**config.mk**
```make
export PLATFORM = sky130hd
export DESIGN_NAME = instr_decode_top
export DESIGN_NICKNAME = d
export VERILOG_FILES = /design/src/hw/reg_pkg.sv /design/src/hw/decode_pkg.sv /design/src/hw/modrm_if.sv /design/src/hw/instr_decode_top.sv /design/src/hw/operand_select.sv /design/src/hw/ea_select.sv /design/src/hw/modrm_fields.sv /design/src/hw/opcode_classifier.sv
export SDC_FILE = /design/constraint.sdc
export NUM_CORES = 1
export LEC_CHECK = 0
export BUFFER_PORTS_ARGS = -buffer_cell sky130_fd_sc_hd__buf_2
export CORE_MARGIN = 2
export CORE_UTILIZATION = 45
export CTS_CLUSTER_DIAMETER = 50
export DETAILED_ROUTE_END_ITERATION = 12
export HOLD_SLACK_MARGIN = 0.05
export PLACE_DENSITY = 0.75
export SLEW_MARGIN = 25
export SYNTH_ARGS = -nofsm -noshare
export SYNTH_HDL_FRONTEND = slang
export SYNTH_SLANG_ARGS = --single-unit
```
**constraint.sdc**
```tcl
create_clock -name clk -period 1.4 [get_ports clk]
set_input_delay 0 -clock clk [delete_from_list [all_inputs] [get_ports clk]]
set_output_delay 0 -clock clk [all_outputs]
set_load 0.02 [all_outputs]
```
**src/hw/reg_pkg.sv**
```systemverilog
// ###################################################################
// Register package with register and segment ids
// Address registers and the "not used" code
// ###################################################################
`default_nettype none

package reg_pkg;

    localparam int REG_ID_W = 4;
    localparam int SEG_W    = 2;

    // High bit set means the register takes no part
    typedef logic [REG_ID_W-1:0] reg_id_t;
    typedef logic [SEG_W-1:0]    seg_t;

    localparam reg_id_t REG_BX   = 4'd3;
    localparam reg_id_t REG_BP   = 4'd5;
    localparam reg_id_t REG_SI   = 4'd6;
    localparam reg_id_t REG_DI   = 4'd7;
    localparam reg_id_t REG_NONE = 4'b1100;

    localparam seg_t SEG_SS = 2'd2;
    localparam seg_t SEG_DS = 2'd3;   // Default data segment

endpackage

`default_nettype wire

```
**src/hw/decode_pkg.sv**
```systemverilog
// ###################################################################
// Decoder package for the 8086 first-byte decoder
// Instruction classes, ModR/M field types and opcode match patterns
// ###################################################################
`default_nettype none

package decode_pkg;

    localparam int BYTE_W = 8;
    localparam int MOD_W  = 2;
    localparam int RM_W   = 3;

    typedef logic [BYTE_W-1:0] byte_t;   // One instruction byte
    typedef logic [MOD_W-1:0]  mod_t;
    typedef logic [RM_W-1:0]   rm_t;

    // One value per decoded instruction family
    typedef enum logic [3:0] {
        OPC_NONE,
        OPC_RM_R,          // ALU, TEST, XCHG and MOV between R/M and R
        OPC_ACC_IMM,
        OPC_GRP_IMM,       // 80..83
        OPC_MOV_R_IMM,
        OPC_MOV_RM_IMM,
        OPC_LEA,
        OPC_POP_RM,
        OPC_XCHG_ACC,
        OPC_SHIFT_IMM,
        OPC_LES_LDS,
        OPC_BRANCH_SHORT,
        OPC_RET_IMM,
        OPC_MOV_M_ACC
    } op_class_e;

    localparam mod_t MOD_MEM    = 2'd0;
    localparam mod_t MOD_DISP16 = 2'd2;
    localparam mod_t MOD_REG    = 2'd3;   // Register direct
    localparam rm_t  RM_DIRECT  = 3'd6;   // Direct address when mod is 0

    // Bit positions inside the opcode byte
    localparam int D_BIT_POS  = 1;
    localparam int W_BIT_POS  = 0;
    localparam int W_ALT_POS  = 3;        // W of B0..BF and 8C..8F

    // Opcode patterns for casez and wildcard compares
    localparam byte_t PAT_ALU_RM_R   = 8'b00??_?0??;
    localparam byte_t PAT_ALU_ACC    = 8'b00??_?10?;
    localparam byte_t PAT_BRANCH     = 8'b0111_????;
    localparam byte_t PAT_GRP_IMM    = 8'b1000_00??;
    localparam byte_t PAT_TEST_XCHG  = 8'b1000_01??;
    localparam byte_t PAT_MOV_RM_R   = 8'b1000_10??;
    localparam byte_t PAT_W_ALT_GRP  = 8'b1000_11??;
    localparam byte_t PAT_LEA        = 8'b1000_1101;
    localparam byte_t PAT_POP_RM     = 8'b1000_1111;
    localparam byte_t PAT_XCHG_ACC   = 8'b1001_0???;
    localparam byte_t PAT_MOV_M_ACC  = 8'b1010_00??;
    localparam byte_t PAT_TEST_ACC   = 8'b1010_100?;
    localparam byte_t PAT_MOV_R_IMM  = 8'b1011_????;
    localparam byte_t PAT_SHIFT_IMM  = 8'b1100_000?;
    localparam byte_t PAT_RET_IMM    = 8'b1100_0010;
    localparam byte_t PAT_LES_LDS    = 8'b1100_010?;
    localparam byte_t PAT_MOV_RM_IMM = 8'b1100_011?;

endpackage

`default_nettype wire
```
**src/hw/modrm_if.sv**
```systemverilog
// ###################################################################
// ModR/M field bundle
// Split fields plus displacement flags derived from mod and rm
// ###################################################################
`timescale 1ns/1ps
`default_nettype none

interface modrm_if ();
    import decode_pkg::*;

    mod_t mod;
    rm_t  reg_field;
    rm_t  rm;
    rm_t  dst_field;    // Ordered by the D bit
    rm_t  src_field;
    logic disp_by_mod;  // Displacement byte(s) follow
    logic disp_wide;    // 16-bit displacement

    modport producer (output mod, reg_field, rm, dst_field, src_field,
                      disp_by_mod, disp_wide);

    modport consumer (input mod, reg_field, rm, dst_field, src_field,
                      disp_by_mod, disp_wide);

endinterface

`default_nettype wire

```
**src/hw/instr_decode_top.sv**
```systemverilog
// ###################################################################
// 8086 first-byte and ModR/M decoder top
// One input stage register feeding the combinational decoder
// ###################################################################
`timescale 1ns/1ps
`default_nettype none

module instr_decode_top (
    input  logic              clk,
    input  logic              rst_n,
    input  logic              in_valid,
    input  decode_pkg::byte_t opcode,
    input  decode_pkg::byte_t modrm,
    output logic              out_valid,
    output logic              need_modrm,
    output logic              need_disp,
    output logic              disp_size,
    output logic              need_imm,
    output logic              imm_size,
    output logic              byte_word_field,
    output reg_pkg::reg_id_t  src,
    output reg_pkg::reg_id_t  dst,
    output reg_pkg::reg_id_t  base,
    output reg_pkg::reg_id_t  index,
    output reg_pkg::seg_t     seg
);
    import decode_pkg::*;

    byte_t     opcode_q;     // Held byte pair
    byte_t     modrm_q;
    op_class_e op_class;
    logic      w_bit;
    logic      imm_wide;
    rm_t       opcode_reg;
    logic      d_bit;

    modrm_if fields_if ();

    always_ff @(posedge clk)
    begin
        if (!rst_n)
        begin
            opcode_q  <= '0;
            modrm_q   <= '0;
            out_valid <= 1'b0;
        end
        else
        begin
            out_valid <= in_valid;
            if (in_valid)
            begin
                opcode_q <= opcode;
                modrm_q  <= modrm;
            end
        end
    end

    assign opcode_reg = opcode_q[RM_W-1:0];
    assign d_bit      = opcode_q[D_BIT_POS];

    opcode_classifier classifier_i (
        .opcode   (opcode_q),
        .op_class (op_class),
        .w_bit    (w_bit),
        .imm_wide (imm_wide)
    );

    modrm_fields modrm_fields_i (
        .modrm  (modrm_q),
        .d_bit  (d_bit),
        .fields (fields_if.producer)
    );

    ea_select ea_select_i (
        .fields (fields_if.consumer),
        .base   (base),
        .index  (index),
        .seg    (seg)
    );

    operand_select operand_select_i (
        .op_class        (op_class),
        .w_bit           (w_bit),
        .imm_wide        (imm_wide),
        .opcode_reg      (opcode_reg),
        .fields          (fields_if.consumer),
        .need_modrm      (need_modrm),
        .need_disp       (need_disp),
        .disp_size       (disp_size),
        .need_imm        (need_imm),
        .imm_size        (imm_size),
        .byte_word_field (byte_word_field),
        .src             (src),
        .dst             (dst)
    );

endmodule

`default_nettype wire

```
**src/hw/operand_select.sv**
```systemverilog
// ###################################################################
// Operand select
// Class plus ModR/M fields give need flags, sizes and operand ids
// ###################################################################
`timescale 1ns/1ps
`default_nettype none

module operand_select (
    input  decode_pkg::op_class_e op_class,
    input  logic                  w_bit,
    input  logic                  imm_wide,
    input  decode_pkg::rm_t       opcode_reg,
    modrm_if.consumer             fields,
    output logic                  need_modrm,
    output logic                  need_disp,
    output logic                  disp_size,
    output logic                  need_imm,
    output logic                  imm_size,
    output logic                  byte_word_field,
    output reg_pkg::reg_id_t      src,
    output reg_pkg::reg_id_t      dst
);
    import decode_pkg::*;
    import reg_pkg::*;

    reg_id_t dst_ord;   // Operands after D-bit ordering
    reg_id_t src_ord;
    reg_id_t rm_id;
    reg_id_t op_id;     // Register from the opcode low bits

    assign dst_ord = {1'b0, fields.dst_field};
    assign src_ord = {1'b0, fields.src_field};
    assign rm_id   = {1'b0, fields.rm};
    assign op_id   = {1'b0, opcode_reg};

    always_comb
    begin
        need_modrm = 1'b0;
        need_disp  = 1'b0;
        disp_size  = 1'b0;
        need_imm   = 1'b0;
        dst        = '0;
        src        = '0;

        // All ModR/M forms take their displacement from mod and rm
        case (op_class)
            OPC_RM_R, OPC_GRP_IMM, OPC_MOV_RM_IMM, OPC_LEA,
            OPC_POP_RM, OPC_SHIFT_IMM, OPC_LES_LDS:
            begin
                need_modrm = 1'b1;
                need_disp  = fields.disp_by_mod;
                disp_size  = fields.disp_wide;
            end
            default: ;
        endcase

        case (op_class)
            OPC_RM_R:
            begin
                dst = dst_ord;
                src = src_ord;
            end
            OPC_ACC_IMM, OPC_RET_IMM:  need_imm = 1'b1;
            OPC_GRP_IMM, OPC_MOV_RM_IMM:
            begin
                need_imm = 1'b1;
                dst      = rm_id;
            end
            OPC_MOV_R_IMM:
            begin
                need_imm = 1'b1;
                dst      = op_id;
            end
            OPC_LEA:       dst = dst_ord;
            OPC_POP_RM:    dst = rm_id;
            OPC_XCHG_ACC:  src = op_id;     // Swapped with AX
            OPC_SHIFT_IMM:
            begin
                need_imm = 1'b1;            // Shift count byte
                dst      = rm_id;
                src      = rm_id;
            end
            OPC_LES_LDS:   src = src_ord;
            OPC_BRANCH_SHORT:
            begin
                need_disp = 1'b1;           // 8-bit relative offset
                disp_size = 1'b0;
            end
            OPC_MOV_M_ACC:
            begin
                need_disp = 1'b1;
                disp_size = 1'b1;           // Full 16-bit address
            end
            default: ;
        endcase
    end

    assign imm_size        = need_imm && imm_wide;
    assign byte_word_field = w_bit;

endmodule

`default_nettype wire

```
**src/hw/ea_select.sv**
```systemverilog
// ###################################################################
// Effective address register select
// Maps rm and mod to base, index and segment registers
// ###################################################################
`timescale 1ns/1ps
`default_nettype none

module ea_select (
    modrm_if.consumer       fields,
    output reg_pkg::reg_id_t base,
    output reg_pkg::reg_id_t index,
    output reg_pkg::seg_t    seg
);
    import reg_pkg::*;

    logic mod_nonzero;

    assign mod_nonzero = (fields.mod != 2'b00);

    always_comb
    begin
        base  = REG_NONE;
        index = REG_NONE;
        seg   = SEG_DS;
        case (fields.rm)
            3'd0:
            begin
                base  = REG_BX;
                index = REG_SI;
            end
            3'd1:
            begin
                base  = REG_BX;
                index = REG_DI;
            end
            3'd2:
            begin
                base  = REG_BP;
                index = REG_SI;
                seg   = SEG_SS;   // BP addresses the stack
            end
            3'd3:
            begin
                base  = REG_BP;
                index = REG_DI;
                seg   = SEG_SS;
            end
            3'd4:    index = REG_SI;
            3'd5:    index = REG_DI;
            3'd6:
            begin
                // Direct address has neither base nor index
                if (mod_nonzero)
                begin
                    base = REG_BP;
                    seg  = SEG_SS;
                end
            end
            default: base = REG_BX;   // rm 7
        endcase
    end

endmodule

`default_nettype wire

```
**src/hw/modrm_fields.sv**
```systemverilog
// ###################################################################
// ModR/M field splitter
// Orders reg and rm by the D bit, works out the displacement size
// ###################################################################
`timescale 1ns/1ps
`default_nettype none

module modrm_fields (
    input  decode_pkg::byte_t modrm,
    input  logic              d_bit,
    modrm_if.producer         fields
);
    import decode_pkg::*;

    logic direct_addr;

    assign fields.mod       = modrm[7:6];
    assign fields.reg_field = modrm[5:3];
    assign fields.rm        = modrm[2:0];

    // D set means reg is the destination
    assign fields.dst_field = d_bit ? fields.reg_field : fields.rm;
    assign fields.src_field = d_bit ? fields.rm : fields.reg_field;

    // mod 0 with rm 6 is a plain 16-bit address
    assign direct_addr = (fields.mod == MOD_MEM) && (fields.rm == RM_DIRECT);

    assign fields.disp_by_mod = direct_addr ||
                                ((fields.mod != MOD_MEM) && (fields.mod != MOD_REG));
    assign fields.disp_wide   = direct_addr || (fields.mod == MOD_DISP16);

endmodule

`default_nettype wire

```
**src/hw/opcode_classifier.sv**
```systemverilog
// ###################################################################
// Opcode classifier
// Sorts the first byte into a class, derives W and immediate width
// ###################################################################
`timescale 1ns/1ps
`default_nettype none

module opcode_classifier (
    input  decode_pkg::byte_t     opcode,
    output decode_pkg::op_class_e op_class,
    output logic                  w_bit,
    output logic                  imm_wide
);
    import decode_pkg::*;

    logic w_from_alt;   // W sits in bit 3 for these opcodes

    always_comb
    begin
        casez (opcode)
            PAT_ALU_RM_R,
            PAT_TEST_XCHG,
            PAT_MOV_RM_R:   op_class = OPC_RM_R;
            PAT_ALU_ACC,
            PAT_TEST_ACC:   op_class = OPC_ACC_IMM;
            PAT_BRANCH:     op_class = OPC_BRANCH_SHORT;
            PAT_GRP_IMM:    op_class = OPC_GRP_IMM;
            PAT_LEA:        op_class = OPC_LEA;
            PAT_POP_RM:     op_class = OPC_POP_RM;
            PAT_XCHG_ACC:   op_class = OPC_XCHG_ACC;   // 90 is NOP
            PAT_MOV_M_ACC:  op_class = OPC_MOV_M_ACC;
            PAT_MOV_R_IMM:  op_class = OPC_MOV_R_IMM;
            PAT_SHIFT_IMM:  op_class = OPC_SHIFT_IMM;
            PAT_RET_IMM:    op_class = OPC_RET_IMM;
            PAT_LES_LDS:    op_class = OPC_LES_LDS;
            PAT_MOV_RM_IMM: op_class = OPC_MOV_RM_IMM;
            default:        op_class = OPC_NONE;       // Prefixes, stack, strings, flags
        endcase
    end

    assign w_from_alt = (opcode ==? PAT_MOV_R_IMM) || (opcode ==? PAT_W_ALT_GRP);
    assign w_bit      = w_from_alt ? opcode[W_ALT_POS] : opcode[W_BIT_POS];

    // Width of the immediate data that follows
    always_comb
    begin
        case (op_class)
            OPC_ACC_IMM,
            OPC_MOV_RM_IMM:
            begin
                imm_wide = opcode[W_BIT_POS];
            end
            OPC_GRP_IMM:
            begin
                // 83 sign-extends a byte immediate
                imm_wide = !opcode[D_BIT_POS] && opcode[W_BIT_POS];
            end
            OPC_MOV_R_IMM:
            begin
                imm_wide = opcode[W_ALT_POS];
            end
            OPC_RET_IMM:
            begin
                imm_wide = 1'b1;   // Pop count is always a word
            end
            default:
            begin
                imm_wide = 1'b0;
            end
        endcase
    end

endmodule

`default_nettype wire

```
# Word-level counts from Yosys, hierarchy flattened
# Index checks and enable logic that the tools add are counted.
[totals]
regBits = 17
input_bits = 19
output_inout_bits = 25
wordCells = 83
[op_classes]
eq_ne = 37
muxes = 18
reduce_logical = 25
[op_table]
columns = ["op", "count"]
rows = [
  ["4-bit case mux with 13 select lines", 1],
  ["6-bit equality test, second input constant", 5],
  ["4-bit equality test, second input constant", 7],
  ["7-bit equality test, second input constant", 4],
  ["8-bit equality test, second input constant", 3],
  ["4-bit by 3-bit equality test with 1-bit output, second input constant", 5],
  ["3-bit case mux with 3 select lines", 2],
  ["2-bit OR reduction", 7],
  ["4-bit by 2-bit equality test with 1-bit output, second input constant", 3],
  ["4-bit case mux with 3 select lines", 1],
  ["3-bit equality test, second input constant", 3],
  ["3-bit OR reduction", 3],
  ["4-bit case mux with 2 select lines", 1],
  ["1-bit two-way mux", 7],
  ["7-bit OR reduction", 1],
  ["3-bit by 2-bit equality test with 1-bit output, second input constant", 2],
  ["3-bit zero test", 2],
  ["3-bit two-way mux", 2],
  ["6-bit OR reduction", 1],
  ["5-bit equality test, second input constant", 1],
  ["4-bit by 1-bit equality test with 1-bit output, second input constant", 1],
  ["1-bit logical AND", 4],
  ["4-bit two-way mux", 1],
  ["1-bit case mux with 4 select lines", 1],
  ["10 further kinds", 12],
]

# Depth between registers and ports, before layout
# Gate-level depths: netlist of run 1.
[depth]
depth_word = 7
ltp_mapped = 6
mapped_depth_nobuf = 5

# Cells and area by module
# From an unflattened synthesis of run 1, not the netlist that was laid out.
[hier_totals]
cells_unflattened = 213
hier_area_um2 = 1816.7
[by_module_without_submodules]
columns = ["module", "instances", "cells_per_inst", "area_per_inst_um2", "seq_area_each_um2"]
rows = [
  ["instr_decode_top", 1, 53, 643.1, 340.3],
  ["opcode_classifier", 1, 62, 457.9, 0.0],
  ["operand_select", 1, 63, 431.7, 0.0],
  ["modrm_fields", 1, 21, 192.7, 0.0],
  ["ea_select", 1, 14, 91.3, 0.0],
]

# Worst setup path before layout of run 1
# No wires, ideal clock.
[synth_timing]
path_kind = "register to output"
startpoint = "register modrm_q[1]"
endpoint = "output port base[1]"
arrival_time_ps = 1628
required_time_ps = 1400
path_slack_ps = -228
stages_incl_launch_ff = 6
n_path_buf = 0
path_cell_list = "dfxtp_1 -> nand2_1 -> inv_1 -> nand2_1 -> a21boi_0 -> inv_1"
[synth_via]
elab_chain_cells = 3
word_cells_on_any_way = 8
classes_between = "eq/ne (5); mux (1); reduce/logical (2)"
[synth_lines]
columns = ["item", "line_no", "rtl"]
rows = [
  ["start, declared", "instr_decode_top.sv:30", "byte_t modrm_q;"],
  ["start signal, assigned", "instr_decode_top.sv:53", "modrm_q <= modrm;"],
  ["3-bit equality test / 3-bit by 2-bit equality test with 1-bit output (equally long branches)", "ea_select.sv:25", "case (fields.rm)"],
  ["2-bit OR reduction (no source line)", "--", ""],
  ["4-bit case mux with 3 select lines *", "ea_select.sv:25", ""],
  ["end, declared", "instr_decode_top.sv:23", "output reg_pkg::reg_id_t base,"],
]
# Mark *: on every way between the ends. The rest lies on a longest branch, timed or not.

# Final worst setup path of run 1
[layout_timing]
startpoint = "register opcode_q[6]"
endpoint = "output port disp_size"
[layout_via]
elab_chain_cells = 7
word_cells_on_any_way = 31
classes_between = "eq/ne (24); mux (3); reduce/logical (4)"
[layout_lines]
columns = ["item", "line_no", "rtl"]
rows = [
  ["start, declared", "instr_decode_top.sv:29", "byte_t opcode_q;"],
  ["start signal, assigned", "instr_decode_top.sv:52", "opcode_q <= opcode;"],
  ["6-bit equality test (tied with other cells)", "opcode_classifier.sv:20", "casez (opcode)"],
  ["3-bit OR reduction / 2-bit OR reduction (equally long branches)", "opcode_classifier.sv:20", ""],
  ["4-bit case mux with 13 select lines *", "opcode_classifier.sv:20", ""],
  ["4-bit by 3-bit equality test with 1-bit output (tied with other cells)", "operand_select.sv:46", "case (op_class)"],
  ["7-bit OR reduction", "operand_select.sv:46", ""],
  ["1-bit two-way mux", "operand_select.sv:46", ""],
  ["1-bit case mux with 2 select lines *", "operand_select.sv:57", "case (op_class)"],
  ["end, declared", "instr_decode_top.sv:17", "output logic disp_size,"],
]
# Marked as above.

==> results of run 1 <==
cell usage after synthesis (all sizes together) (3+ instances only):
| master | count | area [sq um] |
|---|---|---|
| a21oi | 7 | 42.5 |
| a221o | 3 | 30.0 |
| a32oi | 3 | 26.3 |
| buf | 13 | 96.3 |
| dfxtp | 17 | 340 |
| inv | 12 | 45.0 |
| mux2i | 17 | 170 |
| nand2 | 9 | 33.8 |
| nor2 | 15 | 63.8 |
| nor2b | 20 | 125 |
| o21ai | 6 | 30.0 |
| o31ai | 3 | 22.5 |
sequential cells by signal (all words and copies together), names as in the netlist:
register and count:
modrm_q 8, opcode_q 8, out_valid 1
how the worst max path moves through the flow:
stage                     start         to  slack [ns]  depth (start not counted)
floorplan           opcode_q[4]     dst[0]       -0.07                          5
global placement    opcode_q[2]  disp_size       -0.16                          6
detailed placement  opcode_q[2]  disp_size       -0.20                          6
CTS                 opcode_q[2]  disp_size       -0.50                          6
global route        opcode_q[2]     dst[2]       -0.53                          8
finish              opcode_q[6]  disp_size       -0.48                          6
where the power goes:
part	switching (uW)	total, uW	internal [uW]
sequential	41.7	552	510
clock	158	269	111
combinational	342	692	350
total	542	1510	972
final cells by class:
class,count,share of cell area (%)
multi-input combinational,121,43.6
inverter,12,1.98
sequential,17,15.9
clock buffer,4,1.15
timing repair buffer,104,35.7
tap,31,1.70
per-stage QoR:
step / setup WS (ns) / cells
CTS: -0.497 / 289
global route: -0.532 / 289
floorplan: -0.0745 / 165
detailed placement: -0.198 / 258
global placement: -0.164 / 258
finish: -0.479 / 289
per-layer routing:
| metal | GRT usage (%) | vias to the layer above | part of all wire [%] |
|---|---|---|---|
| met5 | 0 | - | 0 |
| met4 | 12.3 | 0 | 2.8 |
| met3 | 3.96 | 17 | 5.7 |
| met2 | 55.7 | 92 | 51 |
| met1 | 38.4 | 791 | 41 |
| li1 | - | 762 | - |
logic make-up after synthesis:
group / Yosys count / share of synthesized area (%)
buffers and inverters: 27 / 11.4
DFF: 17 / 25.4
muxes: 17 / 12.7
AOI/OAI and AO/OA: 42 / 25.5
other: 2 / 0.561
and+or+nand+nor: 58 / 24.4
timing repair:
item,CTS,global route
endpoints found under the hold margin,15,0
setup endpoints to repair,12,14
hold buffers,15,0
pin swaps,14,4
gates resized for setup,52,12
buffers inserted,12,0
==> metrics.txt, run 1 <==
# TYPE chip_impl_metric gauge
chip_impl_info{name="outcome",value="complete, but fails checks"} 1
chip_impl_info{name="failed_checks",value="negative setup slack"} 1
chip_impl_metric{name="fin_setup_tns",unit="ns"} -4.79
chip_impl_metric{name="crit_buf_inv",unit=""} 1
chip_impl_metric{name="die_w",unit="um"} 58.5
chip_impl_metric{name="whs",unit="ns"} 0.0894
chip_impl_metric{name="ys_seq_elements",unit=""} 17
chip_impl_metric{name="antenna_cells_inserted",unit=""} 0
chip_impl_info{name="worst_r2r_startpoint",value="opcode_q[1]"} 1
chip_impl_metric{name="detail_route.drc_violations",unit=""} 0
chip_impl_metric{name="chipHeight",unit="um"} 58.5
chip_impl_metric{name="count_of_input_and_output_buffers",unit=""} 39
chip_impl_metric{name="maxSlewViolCount",unit=""} 0
chip_impl_metric{name="clock_insertion_delay_worst_skew",unit="ns"} 0.29
chip_impl_metric{name="die_area",unit="sq um"} 3430
chip_impl_metric{name="fp_rows",unit=""} 19
chip_impl_info{name="rsz_0062_raised_after_global_routing",value="yes"} 1
chip_impl_metric{name="timing.reg2reg.worst_path_depth",unit=""} 4
chip_impl_metric{name="final.fill_count",unit=""} 166
chip_impl_metric{name="finish.utilization",unit="%"} 82.0
chip_impl_metric{name="multiInputGateArea",unit="sq um"} 993
chip_impl_info{name="holdPathEnd",value="modrm_q[7]"} 1
chip_impl_metric{name="ir_worst_vdd",unit="mV"} 0.605
chip_impl_metric{name="area.growth.synth_to_final",unit="%"} 70.3
chip_impl_metric{name="worst-endpoint-arrival",unit="ns"} 1.88
chip_impl_metric{name="numCtsBuffers",unit=""} 3
chip_impl_metric{name="number_of_enable_flip_flop_cells_after_synthesis",unit=""} 0
chip_impl_info{name="crit_path_cell_trace",value="and3_4, o2111a_2, a31oi_4, o311ai_4, a22o_4, buf_6"} 1
chip_impl_metric{name="finalPower",unit="uW"} 1510
chip_impl_metric{name="critical_path.max_stage_delay",unit="ns"} 0.37
chip_impl_metric{name="grt_pass1_wl",unit="mm"} 8.34
chip_impl_metric{name="postSynthCellCount",unit=""} 163
chip_impl_info{name="capturing_element_type_of_the_critical_path",value="primary output"} 1
chip_impl_metric{name="synth.cell_area",unit="sq um"} 1340
chip_impl_metric{name="number_of_clock_sinks",unit=""} 17
chip_impl_info{name="worst_hold_path_type",value="in -> reg"} 1
chip_impl_info{name="layout_common_cells",value="buf_4 (43), buf_2 (29), mux2i_1 (17)"} 1
chip_impl_metric{name="pwr_density_cell",unit="nW/um^2"} 664
chip_impl_metric{name="vias_in_the_first_global_route",unit=""} 1732
chip_impl_metric{name="period_needed",unit="ns"} 1.88
chip_impl_info{name="critical_path.reg2reg.endpoint",value="opcode_q[1]"} 1
chip_impl_metric{name="firstDrtPassIters",unit=""} 4
chip_impl_metric{name="routabilityCongestion",unit=""} 0.819
chip_impl_metric{name="viasPerCell",unit=""} 5.75
chip_impl_metric{name="worst_slew_margin_rel",unit="%"} 64.0
chip_impl_info{name="hold_path_origin",value="rst_n"} 1
chip_impl_metric{name="final_layout_size_suffix_gt1_share",unit="%"} 50.4
chip_impl_metric{name="setup_viol",unit=""} 12
chip_impl_metric{name="largest_fanout_on_the_critical_path",unit=""} 5
chip_impl_metric{name="vias",unit=""} 1662
chip_impl_metric{name="finalClockSkew",unit="ns"} 0
chip_impl_info{name="worst_setup_path_start_kind",value="register"} 1
chip_impl_metric{name="avgRoutedWirePerCell",unit="um"} 17.9
chip_impl_metric{name="static_leakage",unit="uW"} 0.00105
chip_impl_metric{name="cts.htree.levels",unit=""} 1
chip_impl_metric{name="initial_core_util",unit="%"} 48.1
chip_impl_metric{name="ff_latch_area",unit="sq um"} 363
chip_impl_metric{name="drt_wl_total",unit="mm"} 5.18
chip_impl_metric{name="grt_max_degree",unit=""} 18
chip_impl_metric{name="core",unit="sq um"} 2780
chip_impl_metric{name="clock.fmax",unit="MHz"} 532
chip_impl_metric{name="hold-path-cell-count",unit=""} 2
chip_impl_info{name="crit_path_top_delay_cell",value="dfxtp_4"} 1
chip_impl_metric{name="asyncSetResetFlopFracSynth",unit="%"} 0
chip_impl_metric{name="worst-slew-pin-transition",unit="ns"} 0.540
chip_impl_info{name="timing.critical_path.max_delay_family",value="compound AO/OA/AOI/OAI gates"} 1
chip_impl_metric{name="fin_crit_sh",unit="%"} 134
chip_impl_metric{name="hold_viol",unit=""} 0
chip_impl_metric{name="nets",unit=""} 278
chip_impl_metric{name="synthDistinctLibCells",unit=""} 48
chip_impl_metric{name="synthesis.area_per_instance",unit="sq um"} 8.21
chip_impl_metric{name="final_cell_area",unit="sq um"} 2280
chip_impl_metric{name="ys_seq_area_share",unit="%"} 25.4
chip_impl_info{name="commonest_register_cell_after_synthesis",value="dfxtp_1"} 1
chip_impl_metric{name="max-cap-violations",unit=""} 0
chip_impl_info{name="cts_tree",value="built"} 1
chip_impl_metric{name="pin_count",unit=""} 44
chip_impl_metric{name="grt_antenna_before_repair",unit=""} 0
chip_impl_metric{name="ant_nets",unit=""} 0
chip_impl_metric{name="clk_pin_slew",unit="ns"} 0.10
chip_impl_metric{name="setup_ws",unit="ns"} -0.479
chip_impl_info{name="layout.cells.most_common",value="buf_4"} 1
chip_impl_metric{name="drt_iter0_drc",unit=""} 123
chip_impl_info{name="cts_root_buffer",value="clkbuf_4"} 1
chip_impl_metric{name="post-dp-hpwl",unit="mm"} 3.22
chip_impl_metric{name="globalRouteTotalUtil",unit="%"} 31.5
chip_impl_metric{name="yosysWarningCount",unit=""} 0
chip_impl_metric{name="cp.required",unit="ns"} 1.40
chip_impl_metric{name="clk_path_buf_depth",unit=""} 2
chip_impl_info{name="worst-setup-path-type",value="reg -> out"} 1
chip_impl_metric{name="r2r_slack",unit="ns"} 0.37
chip_impl_metric{name="placed_area",unit="sq um"} 1800
chip_impl_metric{name="grt-ovfl-total",unit=""} 0
Power figures use the tool's default switching activity.
==> inputs of run 2 (changes only) <==
--- a/config.mk
+++ b/config.mk
@@ -7,11 +7,11 @@
 export LEC_CHECK = 0
 export BUFFER_PORTS_ARGS = -buffer_cell sky130_fd_sc_hd__buf_2
 export CORE_MARGIN = 2
-export CORE_UTILIZATION = 45
+export CORE_UTILIZATION = 54
 export CTS_CLUSTER_DIAMETER = 50
 export DETAILED_ROUTE_END_ITERATION = 12
 export HOLD_SLACK_MARGIN = 0.05
-export PLACE_DENSITY = 0.75
+export PLACE_DENSITY = 0.84
 export SLEW_MARGIN = 25
 export SYNTH_ARGS = -nofsm -noshare
 export SYNTH_HDL_FRONTEND = slang
==> constraint.sdc (replaced) <==
create_clock -name clk -period 2.27 [get_ports clk]
set_input_delay 0 -clock clk [delete_from_list [all_inputs] [get_ports clk]]
set_output_delay 0 -clock clk [all_outputs]
set_load 0.02 [all_outputs]
==> run 2 against run 1 <==
Against the previous run: the run now ends clean; first-iteration DRC count is 57% lower; final cell count is 17% lower; clock power is 39% lower; clock-buffer cell count stayed put; total power is 49% lower; sequential share of layout area is 4.5 points higher; largest cell class unchanged; largest power group is now registers.
==> metrics.txt, run 2 (synthesized netlist as in run 1, its figures left out) <==
# TYPE chip_impl_metric gauge
chip_impl_metric{name="fp_rows",unit=""} 18
chip_impl_metric{name="maxSlewViolCount",unit=""} 0
chip_impl_metric{name="firstDrtPassIters",unit=""} 4
chip_impl_metric{name="vias_in_the_first_global_route",unit=""} 1273
chip_impl_metric{name="die_area",unit="sq um"} 2890
chip_impl_metric{name="grt_antenna_before_repair",unit=""} 0
chip_impl_info{name="layout.cells.most_common",value="buf_2"} 1
chip_impl_metric{name="post-dp-hpwl",unit="mm"} 2.54
chip_impl_metric{name="antenna_cells_inserted",unit=""} 0
chip_impl_metric{name="chipHeight",unit="um"} 53.8
chip_impl_metric{name="fin_crit_sh",unit="%"} 91.7
chip_impl_info{name="cts_tree",value="built"} 1
chip_impl_metric{name="hold_viol",unit=""} 0
chip_impl_info{name="worst-setup-path-type",value="reg -> out"} 1
chip_impl_metric{name="finish.utilization",unit="%"} 69.5
chip_impl_metric{name="globalRouteTotalUtil",unit="%"} 28.1
chip_impl_metric{name="critical_path.max_stage_delay",unit="ns"} 0.55
chip_impl_metric{name="nets",unit=""} 231
chip_impl_metric{name="timing.reg2reg.worst_path_depth",unit=""} 2
chip_impl_metric{name="drt_iter0_drc",unit=""} 53
chip_impl_metric{name="largest_fanout_on_the_critical_path",unit=""} 10
chip_impl_metric{name="pin_count",unit=""} 44
chip_impl_info{name="outcome",value="complete, no violations"} 1
chip_impl_metric{name="area.growth.synth_to_final",unit="%"} 25.1
chip_impl_metric{name="cp.required",unit="ns"} 2.27
chip_impl_metric{name="clk_path_buf_depth",unit=""} 2
chip_impl_metric{name="route.layer.met1.wl",unit="mm"} 1.57
chip_impl_metric{name="grt_pass1_wl",unit="mm"} 5.97
chip_impl_metric{name="final.fill_count",unit=""} 194
chip_impl_metric{name="max-cap-violations",unit=""} 0
chip_impl_metric{name="hold-path-cell-count",unit=""} 2
chip_impl_metric{name="fin_setup_tns",unit="ns"} 0
chip_impl_info{name="crit_path_cell_trace",value="nor2b_1, a21oi_2, o31ai_1, a22o_1, a221o_1, buf_2"} 1
chip_impl_metric{name="static_leakage",unit="uW"} 0.000750
chip_impl_info{name="layout_common_cells",value="buf_2 (39), nor2b_1 (20), mux2i_1 (17)"} 1
chip_impl_metric{name="number_of_clock_sinks",unit=""} 17
chip_impl_metric{name="setup_viol",unit=""} 0
chip_impl_metric{name="count_of_input_and_output_buffers",unit=""} 39
chip_impl_metric{name="final_layout_size_suffix_gt1_share",unit="%"} 26.1
chip_impl_metric{name="ant_nets",unit=""} 0
chip_impl_metric{name="grt_max_degree",unit=""} 18
chip_impl_metric{name="finalClockSkew",unit="ns"} 0
chip_impl_metric{name="routabilityCongestion",unit=""} 0.920
chip_impl_info{name="largestRegisters",value="modrm_q x8, opcode_q x8, out_valid x1"} 1
chip_impl_metric{name="grt-ovfl-total",unit=""} 0
chip_impl_metric{name="wl_met2",unit="mm"} 1.80
chip_impl_info{name="worst_setup_path_start_kind",value="register"} 1
chip_impl_metric{name="initial_core_util",unit="%"} 55.6
chip_impl_metric{name="viasPerCell",unit=""} 5.78
chip_impl_metric{name="numCtsBuffers",unit=""} 3
chip_impl_metric{name="cts.htree.levels",unit=""} 1
chip_impl_metric{name="clock_insertion_delay_worst_skew",unit="ns"} 0.29
chip_impl_info{name="top_signal_layer_used",value="met4"} 1
chip_impl_info{name="worst_hold_path_type",value="in -> reg"} 1
chip_impl_metric{name="core",unit="sq um"} 2410
chip_impl_metric{name="period_needed",unit="ns"} 2.08
chip_impl_metric{name="clk_pin_slew",unit="ns"} 0.10
chip_impl_metric{name="vias",unit=""} 1393
chip_impl_metric{name="avgRoutedWirePerCell",unit="um"} 15.1
chip_impl_metric{name="ir_worst_vdd",unit="mV"} 0.391
chip_impl_metric{name="worst-endpoint-arrival",unit="ns"} 2.08
chip_impl_metric{name="clock.fmax",unit="MHz"} 480
chip_impl_metric{name="ff_latch_area",unit="sq um"} 343
chip_impl_info{name="rsz_0062_raised_after_global_routing",value="no"} 1
chip_impl_metric{name="multiInputGateArea",unit="sq um"} 853
chip_impl_metric{name="drt_wl_total",unit="mm"} 3.65
chip_impl_info{name="cts_root_buffer",value="clkbuf_4"} 1
chip_impl_metric{name="met3_wirelength",unit="um"} 199
chip_impl_info{name="capturing_element_type_of_the_critical_path",value="primary output"} 1
chip_impl_metric{name="detail_route.drc_violations",unit=""} 0
chip_impl_metric{name="pwr_density_cell",unit="nW/um^2"} 463
chip_impl_info{name="crit_path_top_delay_cell",value="dfxtp_1"} 1
chip_impl_metric{name="die_w",unit="um"} 53.8
==> run 2: cell types whose count changed in the layout (fill, tap and decap cells not counted), sizes merged <==
cell	previous run	this run
buf	89	41
dlygate4sd3	15	16
==> run 2: final cells by class <==
class / count / area share (%)
repair buffers: 57 / 22.1
multi-input cells: 121 / 50.9
inverters: 12 / 2.69
flip-flops and latches: 17 / 20.5
well taps: 30 / 2.24
clock buffers: 4 / 1.57
==> run 2: per-layer routing <==
layer / up-vias / GRT usage [%]
li1: 674 / -
met1: 664 / 36.4
met2: 46 / 48.0
met3: 9 / 3.61
met4: 0 / 8.97
met5: - / 0
==> run 2: through the flow <==
stage	hold slack (ns)	instance area (sq um)	cells	power (uW)	setup slack (ns)
floorplan	0.128	1350	165	533	0.642
global placement	0.254	1490	221	584	0.483
detailed placement	0.266	1490	221	590	0.420
CTS	0.0805	1670	241	773	0.0841
global route	0.0787	1680	241	825	0.0503
finish	0.0815	1680	241	775	0.188
==> run 2: critical path: cells and delay by family, from the launching register on <==
family	cells	cell delay (ns)
buf+inv	1	0.17
flops	1	0.55
compound gates	4	0.93
simple gates	1	0.14
==> run 2: repair_timing <==
| action | CTS | global route |
|---|---|---|
| endpoints found under the setup margin | 0 | 6 |
| hold buffers | 16 | 0 |
| hold endpoints to repair | 16 | 0 |
| setup buffers | 0 | 0 |
| resized for setup | 0 | 2 |
==> run 2: worst paths after layout <==
check                   start          end  slack, ns
setup / recovery  opcode_q[3]       src[2]       0.19
hold / removal          rst_n  opcode_q[6]       0.08
setup reg to reg  opcode_q[4]  opcode_q[4]       1.28
hold reg to reg    modrm_q[4]   modrm_q[4]       0.55
==> run 2: power by group <==
group          switching [uW]  internal, uW
Clock                    96.1          68.4
Combinational             143           114
Sequential               37.4           316
Total                     276           499
==> inputs of run 3 (changes only) <==
--- a/config.mk
+++ b/config.mk
@@ -5,13 +5,14 @@
 export SDC_FILE = /design/constraint.sdc
 export NUM_CORES = 1
 export LEC_CHECK = 0
+export ABC_AREA = 1
 export BUFFER_PORTS_ARGS = -buffer_cell sky130_fd_sc_hd__buf_2
 export CORE_MARGIN = 2
-export CORE_UTILIZATION = 54
+export CORE_UTILIZATION = 52
 export CTS_CLUSTER_DIAMETER = 50
 export DETAILED_ROUTE_END_ITERATION = 12
 export HOLD_SLACK_MARGIN = 0.05
-export PLACE_DENSITY = 0.84
+export PLACE_DENSITY = 0.83
 export SLEW_MARGIN = 25
 export SYNTH_ARGS = -nofsm -noshare
 export SYNTH_HDL_FRONTEND = slang
==> run 3 against run 2 <==
Against the previous run: sequential share of layout area is 1.2 points higher; combinational power about the same; non-clock buffer count is 2 lower; flip-flop and latch count did not move; final cell count is 14% higher; critical path type unchanged; highest routed layer unchanged.
==> metrics.txt, run 3 <==
# TYPE chip_impl_metric gauge
chip_impl_metric{name="avgRoutedWirePerCell",unit="um"} 11.8
chip_impl_info{name="synth_top_cells_by_area",value="dfxtp_1 (28%), nand2_1 (13%), o21ai_0 (9.2%), a21oi_1 (6.7%), nor2_1 (6.6%)"} 1
chip_impl_metric{name="final_cell_count_no_fill",unit=""} 275
chip_impl_info{name="cts_root_buffer",value="clkbuf_4"} 1
chip_impl_metric{name="worst-endpoint-arrival",unit="ns"} 1.86
chip_impl_metric{name="postSynthCellCount",unit=""} 195
chip_impl_metric{name="worst_slew_margin_rel",unit="%"} 57.2
chip_impl_info{name="worst-setup-path-type",value="reg -> out"} 1
chip_impl_metric{name="vias_in_the_first_global_route",unit=""} 1226
chip_impl_metric{name="nets",unit=""} 267
chip_impl_metric{name="antenna_cells_inserted",unit=""} 0
chip_impl_metric{name="ir_worst_vdd",unit="mV"} 0.446
chip_impl_info{name="outcome",value="complete, no violations"} 1
chip_impl_metric{name="die_w",unit="um"} 52.0
chip_impl_metric{name="fin_crit_sh",unit="%"} 81.8
chip_impl_metric{name="grt_pass1_wl",unit="mm"} 5.35
chip_impl_metric{name="routabilityCongestion",unit=""} 0.915
chip_impl_metric{name="synth.cell_area",unit="sq um"} 1200
chip_impl_info{name="crit_path_cell_trace",value="nand3_1, nor2_4, inv_2, nand2_1, nor2_1, nand2_2, nand2_1, nand2_1, buf_2"} 1
chip_impl_metric{name="area.growth.synth_to_final",unit="%"} 30.9
chip_impl_info{name="cts_tree",value="built"} 1
chip_impl_metric{name="initial_core_util",unit="%"} 54.7
chip_impl_metric{name="place.detailed.instances",unit=""} 255
chip_impl_info{name="crit_start",value="opcode_q[1]"} 1
chip_impl_metric{name="clock.fmax",unit="MHz"} 538
chip_impl_metric{name="viasPerCell",unit=""} 5.13
chip_impl_metric{name="ys_seq_elements",unit=""} 17
chip_impl_metric{name="synthDistinctLibCells",unit=""} 26
chip_impl_info{name="commonest_register_cell_after_synthesis",value="dfxtp_1"} 1
chip_impl_metric{name="final.fill_count",unit=""} 203
chip_impl_info{name="layout_common_cells",value="nand2_1 (41), buf_2 (39), o21ai_0 (22)"} 1
chip_impl_metric{name="cp.required",unit="ns"} 2.27
chip_impl_info{name="worst_r2r_startpoint",value="opcode_q[1]"} 1
chip_impl_metric{name="ctsResizeCount",unit=""} 0
chip_impl_metric{name="maxSlewViolCount",unit=""} 0
chip_impl_metric{name="number_of_clock_sinks",unit=""} 17
chip_impl_metric{name="hold_viol",unit=""} 0
chip_impl_metric{name="asyncSetResetFlopFracSynth",unit="%"} 0
chip_impl_metric{name="largest_fanout_on_the_critical_path",unit=""} 21
chip_impl_metric{name="drt_iter0_drc",unit=""} 50
chip_impl_metric{name="number_of_enable_flip_flop_cells_after_synthesis",unit=""} 0
chip_impl_metric{name="count_of_input_and_output_buffers",unit=""} 39
chip_impl_metric{name="chipHeight",unit="um"} 52.0
chip_impl_metric{name="timing.reg2reg.worst_path_depth",unit=""} 2
chip_impl_metric{name="pwr_density_cell",unit="nW/um^2"} 487
chip_impl_info{name="critical_path.reg2reg.endpoint",value="opcode_q[1]"} 1
chip_impl_metric{name="ant_nets",unit=""} 0
chip_impl_metric{name="post-dp-hpwl",unit="mm"} 2.33
chip_impl_metric{name="max-cap-violations",unit=""} 0
chip_impl_metric{name="drt_wl_total",unit="mm"} 3.26
chip_impl_metric{name="r2r_slack",unit="ns"} 1.18
chip_impl_metric{name="cts.htree.levels",unit=""} 1
chip_impl_metric{name="period_needed",unit="ns"} 1.86
chip_impl_metric{name="synthesis.area_per_instance",unit="sq um"} 6.14
chip_impl_metric{name="final_layout_size_suffix_gt1_share",unit="%"} 25.9
chip_impl_info{name="cpMostUsedCell",value="nand2_1"} 1
chip_impl_metric{name="worst-slew-pin-transition",unit="ns"} 0.641
chip_impl_metric{name="yosysWarningCount",unit=""} 0
chip_impl_metric{name="core",unit="sq um"} 2190
chip_impl_metric{name="die_area",unit="sq um"} 2700
chip_impl_info{name="synthMostInstantiatedCell",value="nand2_1"} 1
chip_impl_metric{name="finalClockSkew",unit="ns"} 0
chip_impl_metric{name="static_leakage",unit="uW"} 0.000785
chip_impl_metric{name="setup_ws",unit="ns"} 0.412
chip_impl_metric{name="fin_setup_tns",unit="ns"} 0
chip_impl_metric{name="synth_largest_type_area_fraction",unit="%"} 28.4
chip_impl_metric{name="critical_path_cell_count",unit=""} 9
chip_impl_metric{name="fp_rows",unit=""} 17
chip_impl_metric{name="grt_antenna_before_repair",unit=""} 0
chip_impl_metric{name="firstDrtPassIters",unit=""} 4
chip_impl_info{name="layout.cells.most_common",value="nand2_1"} 1
chip_impl_metric{name="pin_count",unit=""} 44
chip_impl_metric{name="clk_pin_slew",unit="ns"} 0.09
chip_impl_info{name="critical_path.endpoint",value="need_disp"} 1
chip_impl_metric{name="grt_max_degree",unit=""} 28
chip_impl_metric{name="ys_seq_area_share",unit="%"} 28.4
chip_impl_info{name="synth.top_cells.by_count",value="nand2_1 (41), o21ai_0 (22), nor2_1 (21)"} 1
chip_impl_metric{name="grt-ovfl-total",unit=""} 0
chip_impl_info{name="timing.critical_path.max_delay_family",value="flip-flops"} 1
chip_impl_info{name="worst_setup_path_start_kind",value="register"} 1
chip_impl_metric{name="setup_viol",unit=""} 0
chip_impl_metric{name="critical_path.max_stage_delay",unit="ns"} 0.74
chip_impl_info{name="largestRegisters",value="modrm_q x8, opcode_q x8, out_valid x1"} 1
chip_impl_metric{name="clock_insertion_delay_worst_skew",unit="ns"} 0.28
chip_impl_metric{name="place_worst_setup_slack",unit="ns"} 0.733
chip_impl_metric{name="detail_route.drc_violations",unit=""} 0
chip_impl_metric{name="vias",unit=""} 1411
chip_impl_info{name="post-synth-top-area-cell",value="dfxtp_1"} 1
chip_impl_info{name="worst_hold_path_type",value="in -> reg"} 1
chip_impl_info{name="rsz_0062_raised_after_global_routing",value="no"} 1
chip_impl_metric{name="numCtsBuffers",unit=""} 3
chip_impl_info{name="crit_path_top_delay_cell",value="dfxtp_1"} 1
chip_impl_metric{name="globalRouteTotalUtil",unit="%"} 26.0
chip_impl_metric{name="clk_path_buf_depth",unit=""} 2
chip_impl_info{name="capturing_element_type_of_the_critical_path",value="primary output"} 1
chip_impl_metric{name="crit_buf_inv",unit=""} 2
==> run 3: changes by cell type in the layout (fill, tap and decap cells not counted), sizes merged, moves of 13 or more <==
cell and change:
nand2 +37, nor2b -20, mux2i -17, o21ai +16, nor2 +15, inv +13
==> run 3: logic make-up after synthesis <==
group	count (synthesis)	share of synthesized area, %
and+or+nand+nor	98	38.7
AOI/OAI and AO/OA	43	19.6
other	2	0.627
buffers and inverters	35	12.6
DFF	17	28.4
==> run 3: final cells by class <==
cell class | count | area, sq um | area share (%)
Inverter | 26 | 97.6 | 6.23
Timing Repair Buffer | 55 | 355 | 22.7
Multi-Input combinational cell | 145 | 713 | 45.5
Clock buffer | 4 | 26.3 | 1.68
Tap cell | 28 | 35.0 | 2.23
Sequential cell | 17 | 340 | 21.7
==> run 3: where the power goes <==
group	internal, uW	total, uW	switching [uW]	leakage (uW)
sequential	319	351	31.8	0.000141
combinational	96.3	259	163	0.000628
clock	68.1	153	85.3	0.0000150
==> run 3: worst reg2reg max path, stage by stage, from the launching register on <==
cell and delay [ns]:
dfxtp_1 0.74, o21ai_0 0.19, nor2_1 0.11
==> run 3: routing by layer <==
layer,up-vias,track usage (%),part of all wire [%]
li1,731,-,-
met3,2,0.862,7.2
met4,0,7.89,0.43
met2,63,44.7,49
met5,-,0,0
met1,615,35.0,43
==> run 3: stage by stage <==
step	utilization (%)	cell area [sq um]	hold slack [ns]	power, uW
detailed placement	63.0	1380	0.227	591
global placement	63.0	1380	0.223	587
CTS	71.6	1570	0.0522	759
finish	71.6	1570	0.0488	763
floorplan	-	1200	0.0935	521
global route	71.6	1570	0.0598	811
==> run 3: worst min path at each step <==
stage          startpoint     endpoint  slack [ns]  cells after the start
2_1_floorplan    in_valid    out_valid        0.09                      2
3_3_place_gp     modrm[3]   modrm_q[3]        0.22                      3
3_5_place_dp     modrm[5]   modrm_q[5]        0.23                      3
4_1_cts         opcode[6]  opcode_q[6]        0.05                      3
5_1_grt         opcode[6]  opcode_q[6]        0.06                      3
6_report        opcode[6]  opcode_q[6]        0.05                      3
==> run 3: timing repair <==
action                                  CTS  global route
hold endpoints to repair                 16             0
hold buffers                             16             0
endpoints found under the setup margin    0             0
buffers inserted                          0             0
